--- config.mk ---
export PLATFORM = sky130hd
export DESIGN_NAME = pucch_top
export DESIGN_NICKNAME = d
export VERILOG_FILES = /design/src/verilog/pucch_pkg.sv /design/src/verilog/phase_to_iq.sv /design/src/verilog/uci_map.sv /design/src/verilog/alpha_gen.sv /design/src/verilog/base_seq_rom.sv /design/src/verilog/occ_spread.sv /design/src/verilog/pucch_seq_ctrl.sv /design/src/verilog/pucch_top.sv
export SDC_FILE = /design/constraint.sdc
export NUM_CORES = 1
export LEC_CHECK = 0
export BUFFER_PORTS_ARGS = -buffer_cell sky130_fd_sc_hd__buf_2
export CORE_UTILIZATION = 38
export DETAILED_ROUTE_END_ITERATION = 8
export GPL_TIMING_DRIVEN = 0
export MAX_ROUTING_LAYER = met4
export PLACE_DENSITY_LB_ADDON = 0.08
export SLEW_MARGIN = 25
export SYNTH_ARGS = -nofsm -noshare
export SYNTH_HDL_FRONTEND = slang
export SYNTH_HIERARCHICAL = 1
export SYNTH_SLANG_ARGS = --single-unit
--- constraint.sdc ---
create_clock -name clk -period 17.6 [get_ports clk]
set_clock_uncertainty 0.1 [all_clocks]
set_input_delay 1.76 -clock clk [delete_from_list [all_inputs] [get_ports clk]]
set_output_delay 1.76 -clock clk [all_outputs]
set_load 0.01 [all_outputs]
--- src/base_seq.hex ---
// one line per group u = 0..29, twelve 2-bit phi codes, n = 0 in the lowest two bits
02a3d0
9c4e71
5b1f26
e60d93
31c8ae
8f2574
d4b90c
2a6e5f
7d0193
c35ab8
461fe2
b9872d
0ce4a6
f15839
6a2dc1
93b04e
28f7d5
e5436a
57ac18
ba1e93
1d69f4
847b2c
cf0536
3ae8d1
f6924b
49cd07
a0578e
6c3af2
d71b65
1582ec

--- src/verilog/pucch_pkg.sv ---
`default_nettype none

package pucch_pkg;

  localparam int N_RB_SC     = 12;    // subcarriers per rb, also samples per symbol
  localparam int N_SLOT_SYMB = 14;    // normal cp
  localparam int N_PHASE     = 24;    // phase unit is 1/24 cycle
  localparam int GOLD_NC     = 1600;  // gold sequence offset
  localparam int N_U_GROUPS  = 30;    // base sequence groups

  typedef logic [4:0] phase_t;          // 0..23
  typedef logic [3:0] cs_t;             // cyclic shift 0..11
  typedef logic signed [15:0] sample_t; // sfix16_En15

  typedef struct packed {
    sample_t re;
    sample_t im;
  } iq_t;

  // slot configuration, 45 bits
  typedef struct packed {
    logic       fmt1;       // 1: format 1, 0: format 0
    logic [3:0] sym_start;  // first pucch symbol in slot
    logic [3:0] n_sym;      // allocated symbols
    logic [1:0] ack;        // harq-ack bits, ack[0] first
    logic [1:0] len_ack;    // 0..2
    logic       sr;
    logic       len_sr;
    logic [3:0] m0;         // initial cyclic shift
    logic [7:0] nslot;
    logic [9:0] nid;
    logic [2:0] occi;       // format 1 cover index
    logic [4:0] rsvd;       // zero
  } pucch_cfg_t;

endpackage

`default_nettype wire

--- src/verilog/phase_to_iq.sv ---
`timescale 1ns/1ps
`default_nettype none

module phase_to_iq (
  input  wire pucch_pkg::phase_t i_phase,
  output pucch_pkg::iq_t         o_iq
);
  import pucch_pkg::*;

  phase_t sin_idx;

  // round(32767*cos(2*pi*k/24)), second half is the negated first half
  function automatic sample_t cos_q(input phase_t k);
    logic [4:0] idx;
    sample_t    val;
    idx = (k >= 5'd12) ? k - 5'd12 : k;
    case (idx)
      5'd0:  val = 16'sd32767;
      5'd1:  val = 16'sd31650;
      5'd2:  val = 16'sd28377;
      5'd3:  val = 16'sd23170;
      5'd4:  val = 16'sd16384;
      5'd5:  val = 16'sd8481;
      5'd6:  val = 16'sd0;
      5'd7:  val = -16'sd8481;
      5'd8:  val = -16'sd16384;
      5'd9:  val = -16'sd23170;
      5'd10: val = -16'sd28377;
      default: val = -16'sd31650;
    endcase
    cos_q = (k >= 5'd12) ? -val : val;
  endfunction

  assign sin_idx = phase_t'((int'(i_phase) + 18) % N_PHASE);  // sin(x) = cos(x - 90 deg)

  assign o_iq.re = cos_q(i_phase);
  assign o_iq.im = cos_q(sin_idx);

endmodule

`default_nettype wire

--- src/verilog/uci_map.sv ---
`timescale 1ns/1ps
`default_nettype none

module uci_map (
  input  wire pucch_pkg::pucch_cfg_t i_cfg,
  output logic                       o_empty,
  output pucch_pkg::cs_t             o_mcs,
  output pucch_pkg::phase_t          o_mod_phase
);
  import pucch_pkg::*;

  logic       sr_pos;   // positive sr present
  logic [1:0] ack_val;  // 2*ack[0] + ack[1]

  assign sr_pos  = i_cfg.len_sr && i_cfg.sr;
  assign o_empty = (i_cfg.len_ack == 2'd0) && !sr_pos;  // nothing to send
  assign ack_val = {i_cfg.ack[0], i_cfg.ack[1]};

  // format 0 cyclic shift, sr row is offset by 3 (1 bit) or 1 (2 bits)
  always_comb begin
    o_mcs = '0;
    if (!i_cfg.fmt1) begin
      case (i_cfg.len_ack)
        2'd0: o_mcs = '0;
        2'd1: o_mcs = (i_cfg.ack[0] ? 4'd6 : 4'd0) + (sr_pos ? 4'd3 : 4'd0);
        default: begin
          case (ack_val)
            2'b00: o_mcs = 4'd0;
            2'b01: o_mcs = 4'd3;
            2'b10: o_mcs = 4'd9;
            default: o_mcs = 4'd6;
          endcase
          o_mcs = o_mcs + {3'b000, sr_pos};
        end
      endcase
    end
  end

  // format 1 d phase, sr alone is one bit of 0
  always_comb begin
    case (i_cfg.len_ack)
      2'd0: o_mod_phase = 5'd3;
      2'd1: o_mod_phase = i_cfg.ack[0] ? 5'd15 : 5'd3;  // bpsk
      default: begin  // qpsk, b0 b1
        case (ack_val)
          2'b00: o_mod_phase = 5'd3;
          2'b10: o_mod_phase = 5'd9;
          2'b11: o_mod_phase = 5'd15;
          default: o_mod_phase = 5'd21;
        endcase
      end
    endcase
  end

endmodule

`default_nettype wire

--- src/verilog/alpha_gen.sv ---
`timescale 1ns/1ps
`default_nettype none

module alpha_gen (
  input  wire logic                  clk,
  input  wire logic                  rst,
  input  wire pucch_pkg::pucch_cfg_t i_cfg,
  input  wire pucch_pkg::cs_t        i_mcs,
  input  wire logic                  i_start,
  input  wire logic                  i_next,
  output pucch_pkg::cs_t             o_alpha,
  output logic                       o_alpha_valid
);
  import pucch_pkg::*;

  typedef enum logic [1:0] {A_IDLE, A_SKIP, A_GATHER, A_HOLD} astate_t;

  astate_t     state;
  logic [30:0] x1;         // x1(n) at bit 0
  logic [30:0] x2;
  logic [15:0] skip_cnt;   // steps left before gathering
  logic [15:0] skip_init;  // nc + 112*nslot + 8*l_first
  logic [2:0]  k_cnt;      // bit within ncs
  logic [7:0]  ncs;
  logic        c_bit;
  logic [8:0]  alpha_sum;

  assign c_bit = x1[0] ^ x2[0];
  // f1 starts at the odd symbol after sym_start
  assign skip_init = 16'(GOLD_NC + 8 * N_SLOT_SYMB * i_cfg.nslot
                         + 8 * (i_cfg.sym_start + i_cfg.fmt1));
  assign alpha_sum     = 9'(i_cfg.m0) + 9'(i_mcs) + 9'(ncs);
  assign o_alpha       = cs_t'(alpha_sum % N_RB_SC);  // (m0 + mcs + ncs) mod 12
  assign o_alpha_valid = (state == A_HOLD);

  always_ff @(posedge clk or posedge rst) begin
    if (rst) begin
      state    <= A_IDLE;
      x1       <= '0;
      x2       <= '0;
      skip_cnt <= '0;
      k_cnt    <= '0;
      ncs      <= '0;
    end else if (i_start) begin
      x1       <= 31'd1;              // 1 then thirty zeros
      x2       <= 31'(i_cfg.nid);     // cinit = nid
      skip_cnt <= skip_init;
      state    <= A_SKIP;
    end else begin
      case (state)
        A_SKIP: begin
          if (skip_cnt == 16'd0) begin
            k_cnt <= '0;
            state <= A_GATHER;
          end else begin
            x1       <= {x1[3] ^ x1[0], x1[30:1]};
            x2       <= {x2[3] ^ x2[2] ^ x2[1] ^ x2[0], x2[30:1]};
            skip_cnt <= skip_cnt - 16'd1;
          end
        end
        A_GATHER: begin
          x1    <= {x1[3] ^ x1[0], x1[30:1]};
          x2    <= {x2[3] ^ x2[2] ^ x2[1] ^ x2[0], x2[30:1]};
          ncs   <= {c_bit, ncs[7:1]};  // first bit ends at lsb
          k_cnt <= k_cnt + 3'd1;
          if (k_cnt == 3'd7) state <= A_HOLD;
        end
        A_HOLD: begin
          if (i_next) begin
            skip_cnt <= i_cfg.fmt1 ? 16'd8 : 16'd0;  // f1 drops the even symbol
            state    <= A_SKIP;
          end
        end
        default: state <= A_IDLE;
      endcase
    end
  end

  // ctrl only asks for the next symbol once this one is held
  a_next_when_valid: assert property (@(posedge clk) disable iff (rst)
    i_next |-> o_alpha_valid);

endmodule

`default_nettype wire

--- src/verilog/base_seq_rom.sv ---
`timescale 1ns/1ps
`default_nettype none

module base_seq_rom (
  input  wire pucch_pkg::pucch_cfg_t i_cfg,
  input  wire logic [3:0]            i_n,
  output pucch_pkg::phase_t          o_phase
);
  import pucch_pkg::*;

  logic [23:0] rom [0:N_U_GROUPS-1];  // twelve 2-bit phi codes per group
  logic [4:0]  u;                     // group, no hopping
  logic [23:0] word;
  logic [1:0]  code;

  initial $readmemh("/design/src/base_seq.hex", rom);

  assign u    = 5'(i_cfg.nid % N_U_GROUPS);
  assign word = rom[u];
  assign code = word[{i_n, 1'b0} +: 2];  // n = 0 at lsb

  // phi -3 -1 1 3 in 24ths
  always_comb begin
    case (code)
      2'd0: o_phase = 5'd15;
      2'd1: o_phase = 5'd21;
      2'd2: o_phase = 5'd3;
      default: o_phase = 5'd9;
    endcase
  end

endmodule

`default_nettype wire

--- src/verilog/occ_spread.sv ---
`timescale 1ns/1ps
`default_nettype none

module occ_spread (
  input  wire pucch_pkg::pucch_cfg_t i_cfg,
  input  wire logic [2:0]            i_m,
  output pucch_pkg::phase_t          o_phase,
  output logic                       o_supported
);
  import pucch_pkg::*;

  logic [2:0] nsf;   // floor(n_sym/2)
  logic [5:0] prod;  // occi*m, rows of the dft-style covers
  logic       nsf_ok;

  assign nsf    = i_cfg.n_sym[3:1];
  assign prod   = i_cfg.occi * i_m;
  assign nsf_ok = (nsf == 3'd2) || (nsf == 3'd3) || (nsf == 3'd4) || (nsf == 3'd6);

  // lengths 5 and 7 have no exact 24th representation
  assign o_supported = !i_cfg.fmt1 || (nsf_ok && (i_cfg.occi < nsf));

  // phase = 24*phi(m)/nsf
  always_comb begin
    case (nsf)
      3'd2: o_phase = prod[0] ? 5'd12 : 5'd0;           // 00 01
      3'd3: o_phase = phase_t'(8 * (prod % 3));         // 000 012 021
      3'd4: begin
        // 0000 0202 0022 0220, phi is 0 or 2
        if ((i_cfg.occi[0] & i_m[0]) ^ (i_cfg.occi[1] & i_m[1]))
          o_phase = 5'd12;
        else
          o_phase = 5'd0;
      end
      3'd6: o_phase = phase_t'(4 * (prod % 6));         // phi = occi*m mod 6
      default: o_phase = 5'd0;
    endcase
  end

endmodule

`default_nettype wire

--- src/verilog/pucch_seq_ctrl.sv ---
`timescale 1ns/1ps
`default_nettype none

module pucch_seq_ctrl (
  input  wire logic                  clk,
  input  wire logic                  rst,
  input  wire logic                  i_start,
  input  wire pucch_pkg::pucch_cfg_t i_cfg,
  output pucch_pkg::pucch_cfg_t      o_cfg,
  input  wire logic                  i_empty,
  input  wire logic                  i_supported,
  input  wire pucch_pkg::phase_t     i_mod_phase,
  output logic                       o_alpha_start,
  output logic                       o_alpha_next,
  input  wire logic                  i_alpha_valid,
  input  wire pucch_pkg::cs_t        i_alpha,
  output logic [3:0]                 o_n,
  output logic [2:0]                 o_m,
  input  wire pucch_pkg::phase_t     i_base_phase,
  input  wire pucch_pkg::phase_t     i_occ_phase,
  output pucch_pkg::iq_t             o_sample,
  output logic                       o_valid,
  output logic                       o_done
);
  import pucch_pkg::*;

  typedef enum logic [2:0] {S_IDLE, S_CHECK, S_WAIT_ALPHA, S_GEN, S_DONE} state_t;

  state_t     state;
  pucch_cfg_t cfg_q;
  logic [3:0] n_cnt;      // sample 0..11
  logic [3:0] sym_cnt;    // processed symbols
  logic [3:0] sym_total;  // n_sym for f0, nSF for f1
  logic       last_n;
  logic       last_sym;
  logic       no_tx;      // empty, unsupported or zero symbols
  logic [9:0] phase_raw;  // sum before mod 24
  phase_t     phase;
  iq_t        iq;

  assign sym_total = cfg_q.fmt1 ? {1'b0, cfg_q.n_sym[3:1]} : cfg_q.n_sym;
  assign last_n    = (n_cnt == 4'(N_RB_SC - 1));
  assign last_sym  = (sym_cnt == sym_total - 4'd1);
  assign no_tx     = i_empty || !i_supported || (sym_total == 4'd0);

  assign o_cfg         = cfg_q;
  assign o_n           = n_cnt;
  assign o_m           = sym_cnt[2:0];
  assign o_alpha_start = (state == S_CHECK) && !no_tx;  // one cycle after capture
  assign o_alpha_next  = (state == S_GEN) && last_n && !last_sym;
  // held back while the last sample is still on the output
  assign o_done        = (state == S_DONE) && !o_valid;

  always_comb begin
    phase_raw = 10'(2 * i_alpha * n_cnt) + 10'(i_base_phase);  // 2*alpha*n + base
    if (cfg_q.fmt1) begin
      phase_raw = phase_raw + 10'(i_occ_phase) + 10'(i_mod_phase);  // cover and bpsk/qpsk
    end
    phase = phase_t'(phase_raw % N_PHASE);
  end

  phase_to_iq u_iq (.i_phase(phase), .o_iq(iq));

  always_ff @(posedge clk or posedge rst) begin
    if (rst) begin
      state   <= S_IDLE;
      cfg_q   <= '0;
      n_cnt   <= '0;
      sym_cnt <= '0;
      o_valid <= 1'b0;
    end else begin
      o_valid <= (state == S_GEN);  // lines up with registered sample
      case (state)
        S_IDLE: begin
          if (i_start) begin
            cfg_q <= i_cfg;
            state <= S_CHECK;
          end
        end
        S_CHECK: begin
          sym_cnt <= '0;
          state   <= no_tx ? S_DONE : S_WAIT_ALPHA;
        end
        S_WAIT_ALPHA: begin
          if (i_alpha_valid) begin
            n_cnt <= '0;
            state <= S_GEN;
          end
        end
        S_GEN: begin
          n_cnt <= n_cnt + 4'd1;
          if (last_n) begin
            n_cnt   <= '0;  // keeps rom index in range between symbols
            sym_cnt <= sym_cnt + 4'd1;
            state   <= last_sym ? S_DONE : S_WAIT_ALPHA;
          end
        end
        S_DONE: begin
          if (!o_valid) state <= S_IDLE;
        end
        default: state <= S_IDLE;
      endcase
    end
  end

  always_ff @(posedge clk) begin
    o_sample <= iq;  // one cycle from phase to sample
  end

  // every sample is formed in generate while alpha_gen holds a valid shift
  a_valid_from_gen: assert property (@(posedge clk) disable iff (rst)
    o_valid |-> $past(state == S_GEN && i_alpha_valid));

  // start is a request from idle only
  a_start_idle: assert property (@(posedge clk) disable iff (rst)
    i_start |-> state == S_IDLE);

endmodule

`default_nettype wire

--- src/verilog/pucch_top.sv ---
`timescale 1ns/1ps
`default_nettype none

module pucch_top (
  input  wire logic                  clk,
  input  wire logic                  rst,
  input  wire logic                  i_start,  // one cycle, only while idle
  input  wire pucch_pkg::pucch_cfg_t i_cfg,    // sampled with i_start
  output pucch_pkg::iq_t             o_sample,
  output logic                       o_valid,
  output logic                       o_done
);
  import pucch_pkg::*;

  pucch_cfg_t cfg;  // captured slot config
  logic       empty;
  logic       supported;
  logic       alpha_start;
  logic       alpha_next;
  logic       alpha_valid;
  cs_t        mcs;
  cs_t        alpha;
  phase_t     mod_phase;
  phase_t     base_phase;
  phase_t     occ_phase;
  logic [3:0] n;  // sample index in symbol
  logic [2:0] m;  // symbol index

  pucch_seq_ctrl u_ctrl (
    .clk(clk), .rst(rst),
    .i_start(i_start), .i_cfg(i_cfg), .o_cfg(cfg),
    .i_empty(empty), .i_supported(supported), .i_mod_phase(mod_phase),
    .o_alpha_start(alpha_start), .o_alpha_next(alpha_next),
    .i_alpha_valid(alpha_valid), .i_alpha(alpha),
    .o_n(n), .o_m(m), .i_base_phase(base_phase), .i_occ_phase(occ_phase),
    .o_sample(o_sample), .o_valid(o_valid), .o_done(o_done)
  );

  uci_map u_uci (.i_cfg(cfg), .o_empty(empty), .o_mcs(mcs), .o_mod_phase(mod_phase));

  alpha_gen u_alpha (
    .clk(clk), .rst(rst), .i_cfg(cfg), .i_mcs(mcs),
    .i_start(alpha_start), .i_next(alpha_next),
    .o_alpha(alpha), .o_alpha_valid(alpha_valid)
  );

  base_seq_rom u_base (.i_cfg(cfg), .i_n(n), .o_phase(base_phase));

  occ_spread u_occ (.i_cfg(cfg), .i_m(m), .o_phase(occ_phase), .o_supported(supported));

endmodule

`default_nettype wire

# Word-level counts from Yosys, hierarchy flattened
# Memories as Yosys holds them, arrays and structs flattened.
# Index checks and enable logic that the tools add are counted.
# classes
order_cmp,3
n_reduce_logical,40
shifts,1
eq_ne,29
addsub,20
div,5
mux,52
n_bitwise,9
mul,3
# op_table
operator,count
2-to-1 mux 31 bit,4
case mux 31 bit (2 select lines),2
2-to-1 mux 16 bit,7
2-to-1 mux 4 bit,11
"remainder unit 10 x 5 -> 32 bit, second input constant",1
"remainder unit 32 x 6 -> 32 bit, second input constant",1
"remainder unit 6 x 2 -> 32 bit, second input constant",1
"remainder unit 6 x 3 -> 32 bit, second input constant",1
"remainder unit 9 x 4 -> 32 bit, second input constant",1
negation 16 bit,2
case mux 16 bit (2 select lines),1
adder 10 x 5 -> 10 bit,3
case mux 5 bit (3 select lines),2
2-to-1 mux 3 bit,8
case mux 4 bit (2 select lines),3
"indexed part select 24 x 6 -> 2 bit, first input constant",1
case mux 5 bit (4 select lines),1
"adder 11 x 15 -> 16 bit, first input constant",1
adder 16 bit,1
zero test 16 bit,1
"subtractor 16 x 1 -> 16 bit, second input constant",1
case mux 3 bit (5 select lines),1
"equality test 3 x 2 -> 1 bit, second input constant",4
"equality test 3 bit, second input constant",4
other kinds (46),99
# totals
romBits,512
register_bits,175
input_bits,48
memories,2
elab_cells,187
output_inout_bits,34
# memory_table
name,depth,width,rd,rd_ports_with_merged_regs,write_ports,line_no,rtl
(no name shown),16,16,1,0,0,phase_to_iq.sv:17,case (idx)
(no name shown),16,16,1,0,0,phase_to_iq.sv:17,

# Depth between registers and ports, before layout
# An unclocked memory read counts as a cell.
# logic_depth
depth_word,24
mapped_depth,70
depth_no_buf,68

# Hierarchy
# The synthesis kept the hierarchy.
# by_module_without_submodules
mod,cells_each,area_per_inst_um2,n_inst
alpha_gen,652,5750.5,1
pucch_seq_ctrl,451,4814.6,1
phase_to_iq,265,1853.0,1
occ_spread,179,1194.9,1
uci_map,39,279.0,1
base_seq_rom,7,45.0,1

# Worst setup path after synthesis
# No wires, ideal clock.
# synth_timing
path_kind,register to register
start,"register u_ctrl.cfg_q, in the netlist u_ctrl/o_cfg[30]"
end,register u_ctrl/o_sample[14] (netlist name)
setup_slack_ns,2.701
arrival_ns,14.670
synth_period_minus_slack_ns,14.899
path_buffers,1
required_time_ns,17.371
path_stages_with_launch,66
cell_sequence,dfrtp_1 nand2_2 ha_1 or3b_1 a31oi_1 fa_1 ha_1 fa_1 a211oi_2 nor3_1 xor2_1 ha_1 nor2b_1 mux2_4 a2111oi_2 or3_4 o32a_2 a41o_1 (+30 left out) ha_1 nand4b_4 o2111a_2 nor2_4 inv_6 ha_1 and2_1 a311oi_2 nand2_2 a221oi_1 a22oi_1 nor2_1 inv_1 ha_1 and2_1 nand4_1 o21ai_1 xnor2_1
# synth_lines
item,line_no,rtl
"start, declared",pucch_seq_ctrl.sv:30,pucch_cfg_t cfg_q;
"start signal, assigned",pucch_seq_ctrl.sv:76,cfg_q <= i_cfg;

==> impl_metrics.toml <==
[floorplanning]
die_h_um = 192.3
dieArea_mm2 = 0.03696
chipWidth_um = 192.3
design.core.area_mm2 = 0.03557
num_rows = 69
io_pins = 82
initial_core_util_pct = 38.67

[placement]
dpl.hpwl_mm = 24.63
dp.cells = 2127
placed_area_mm2 = 0.01480
portBuffers = 76
place_congestion = 0.8896

[setup_path]
cp_common_cell = "ha_1"
crit_fanout = 10
start_kind = "flip-flop"
max_stage_delay_ns = 0.54
crit_family = "adder cells"
path_buf_inv = 4
end_kind = "flip-flop"
r2r_setup_slack_ns = 1.09
required_ns = 17.82
crit_type = "flip-flop to flip-flop"
reg2reg_depth = 65
worst_ep_arrival_time_ns = 16.73
worst-path-stages = 65
critical_path.slowest_cell = "fa_1"

[global_route]
grt_overflow = 0
grt_max_degree = 61
grt_first_pass_wirelength_mm = 55.10
grtUsageMet1_pct = 25.58
antenna_found_initial = 2
grt_pass1_vias = 10920
grt.busiest_layer = "met2"
grt.met3_usage_pct = 2.164
grtUsageMet2_pct = 29.66
grt_usage_pct = 18.95

[cells_and_area]
final_cells = 2162
areaGrowthSynthToFinish_pct = 12.16
design_area_mm2 = 0.01543
drive_gt1_share_pct = 17.01
layout.nets = 1852

[clocking]
cts_inserted_buffers = 17
cts_root_buf = "clkbuf_16"
clkTransAtPathRegs_ns = 0.07
clk-insertion-delay-late_ns = 0.45
ctsLongestPathBuffers = 2
cts_max_level = 4
postCtsHoldBufs = 0
cts_tree = "done"
cts.sinks = 175

[timing]
finalCritPeriodShare_pct = 93.83
maxClockFrequency_mhz = 60.55
hold_viol_final = 0
setup_viol = 0
slew_violations = 0
tightest_slew_ns = 0.9907
slew_headroom_pct = 32.06
layout_min_cycle_time_ns = 16.51

[drt]
first_pass_iters = 5
drcViolationCount = 0
vias = 11450
wire_per_inst_um = 15.10
vias_per_cell = 5.294
antenna_left = 0
drt_iter0_drc = 604
drt-total-wl_mm = 32.65

[min_path]
holdCritPathClass = "flip-flop to flip-flop"
holdPathStages = 2

[yosys]
yosys_warnings = 6
synth.avg_cell_area_um2 = 8.690
synth_area_mm2 = 0.01376
synthCells = 1583

[run]
maxCapViolCount = 0

[status]
status = "completed"
## layout make-up
cell class                 count  area (µm²)
fill                        3572       20140
multi-input combinational   1236        8747
sequential                   175        4220
tap                          461       576.8
buffer                        87       508.0
timing repair buffer          80       450.4
clock buffer                  17       425.4
inverter                      89       346.6
clock inverter                15       148.9
antenna                        2       5.005
## path summary, 6_finish.rpt
check                                               end                         start
max reg2reg                 u_ctrl/o_sample[14]$_DFF_P_  u_ctrl/o_cfg[31]$_DFFE_PP0P_
min in group asynchronous  u_ctrl/o_cfg[16]$_DFFE_PP0P_                           rst
max in group asynchronous    u_alpha/ncs[3]$_DFFE_PP0P_                           rst
min reg2reg                  u_alpha/x2[16]$_DFFE_PP0P_    u_alpha/x2[16]$_DFFE_PP0P_
max                         u_ctrl/o_sample[14]$_DFF_P_  u_ctrl/o_cfg[31]$_DFFE_PP0P_
min                          u_alpha/x2[16]$_DFFE_PP0P_    u_alpha/x2[16]$_DFFE_PP0P_
## metrics by stage
stage | util, % | setup WS (ns) | TNS [ns] | hold slack, ns
after global placement | 41.41 | 0.7054 | 0 | 0.3601
after detailed placement | 41.60 | 0.7980 | 0 | 0.3674
after global routing | 43.38 | -0.03242 | -0.03766 | 0.4040
after floorplan | - | 2.701 | 0 | 0.3489
final | 43.38 | 1.086 | 0 | 0.3800
after CTS | 43.22 | 0.7570 | 0 | 0.3863
## repair_timing
item | 4_1_cts | 5_1_grt
setup endpoints to repair | 0 | 4
resized for setup | 0 | 7
setup buffers | 0 | 1
## layout by cell type, fill, tap and decap left out, types with 14 or more instances in the layout
cell type,n
nand2_1,225
dfrtp_1,142
o21ai_0,135
nor2_1,102
ha_1,91
inv_1,85
buf_2,84
a21oi_1,66
mux2_2,48
clkbuf_1,44
xnor2_1,40
nand3_1,37
nor3_1,32
dfxtp_1,32
and2_1,28
mux2i_1,28
fa_1,27
xor2_1,26
buf_4,22
o21ai_1,19
nand2b_1,18
clkbuf_16,17
a21o_1,17
and3_1,14
## worst register-to-register path, delay by kind of cell, from the launching register on
kind                     cells  cell delay (ns)
flip-flops                   1             0.48
adder cells (fa/ha/maj)     17             6.10
buffers and inverters        4             0.37
XOR/XNOR                     3             0.46
AND/OR/NAND/NOR             20             3.75
multiplexers                 2             0.49
AO/OA/AOI/OAI               19             4.66
## registers in the layout (all words and copies together), names as in the netlist
name / count
u_ctrl/o_cfg: 40
u_ctrl/o_sample: 32
u_alpha/x1: 31
u_alpha/x2: 31
u_alpha/skip_cnt: 16
u_alpha/ncs: 8
u_ctrl/o_n: 4
u_ctrl/sym_cnt: 4
u_alpha/k_cnt: 3
u_ctrl/state: 3
u_alpha/state: 2
u_ctrl/o_valid: 1
## routing by layer
layer / up-vias / wire [µm]
met4: 0 / 533
met1: 5435 / 16180
met5: - / 0
met3: 33 / 880
li1: 5800 / -
met2: 177 / 15060
Power is left out: the tool's default activity adds up to more than one toggle a clock period on the data nets, which glitch-free logic cannot reach.
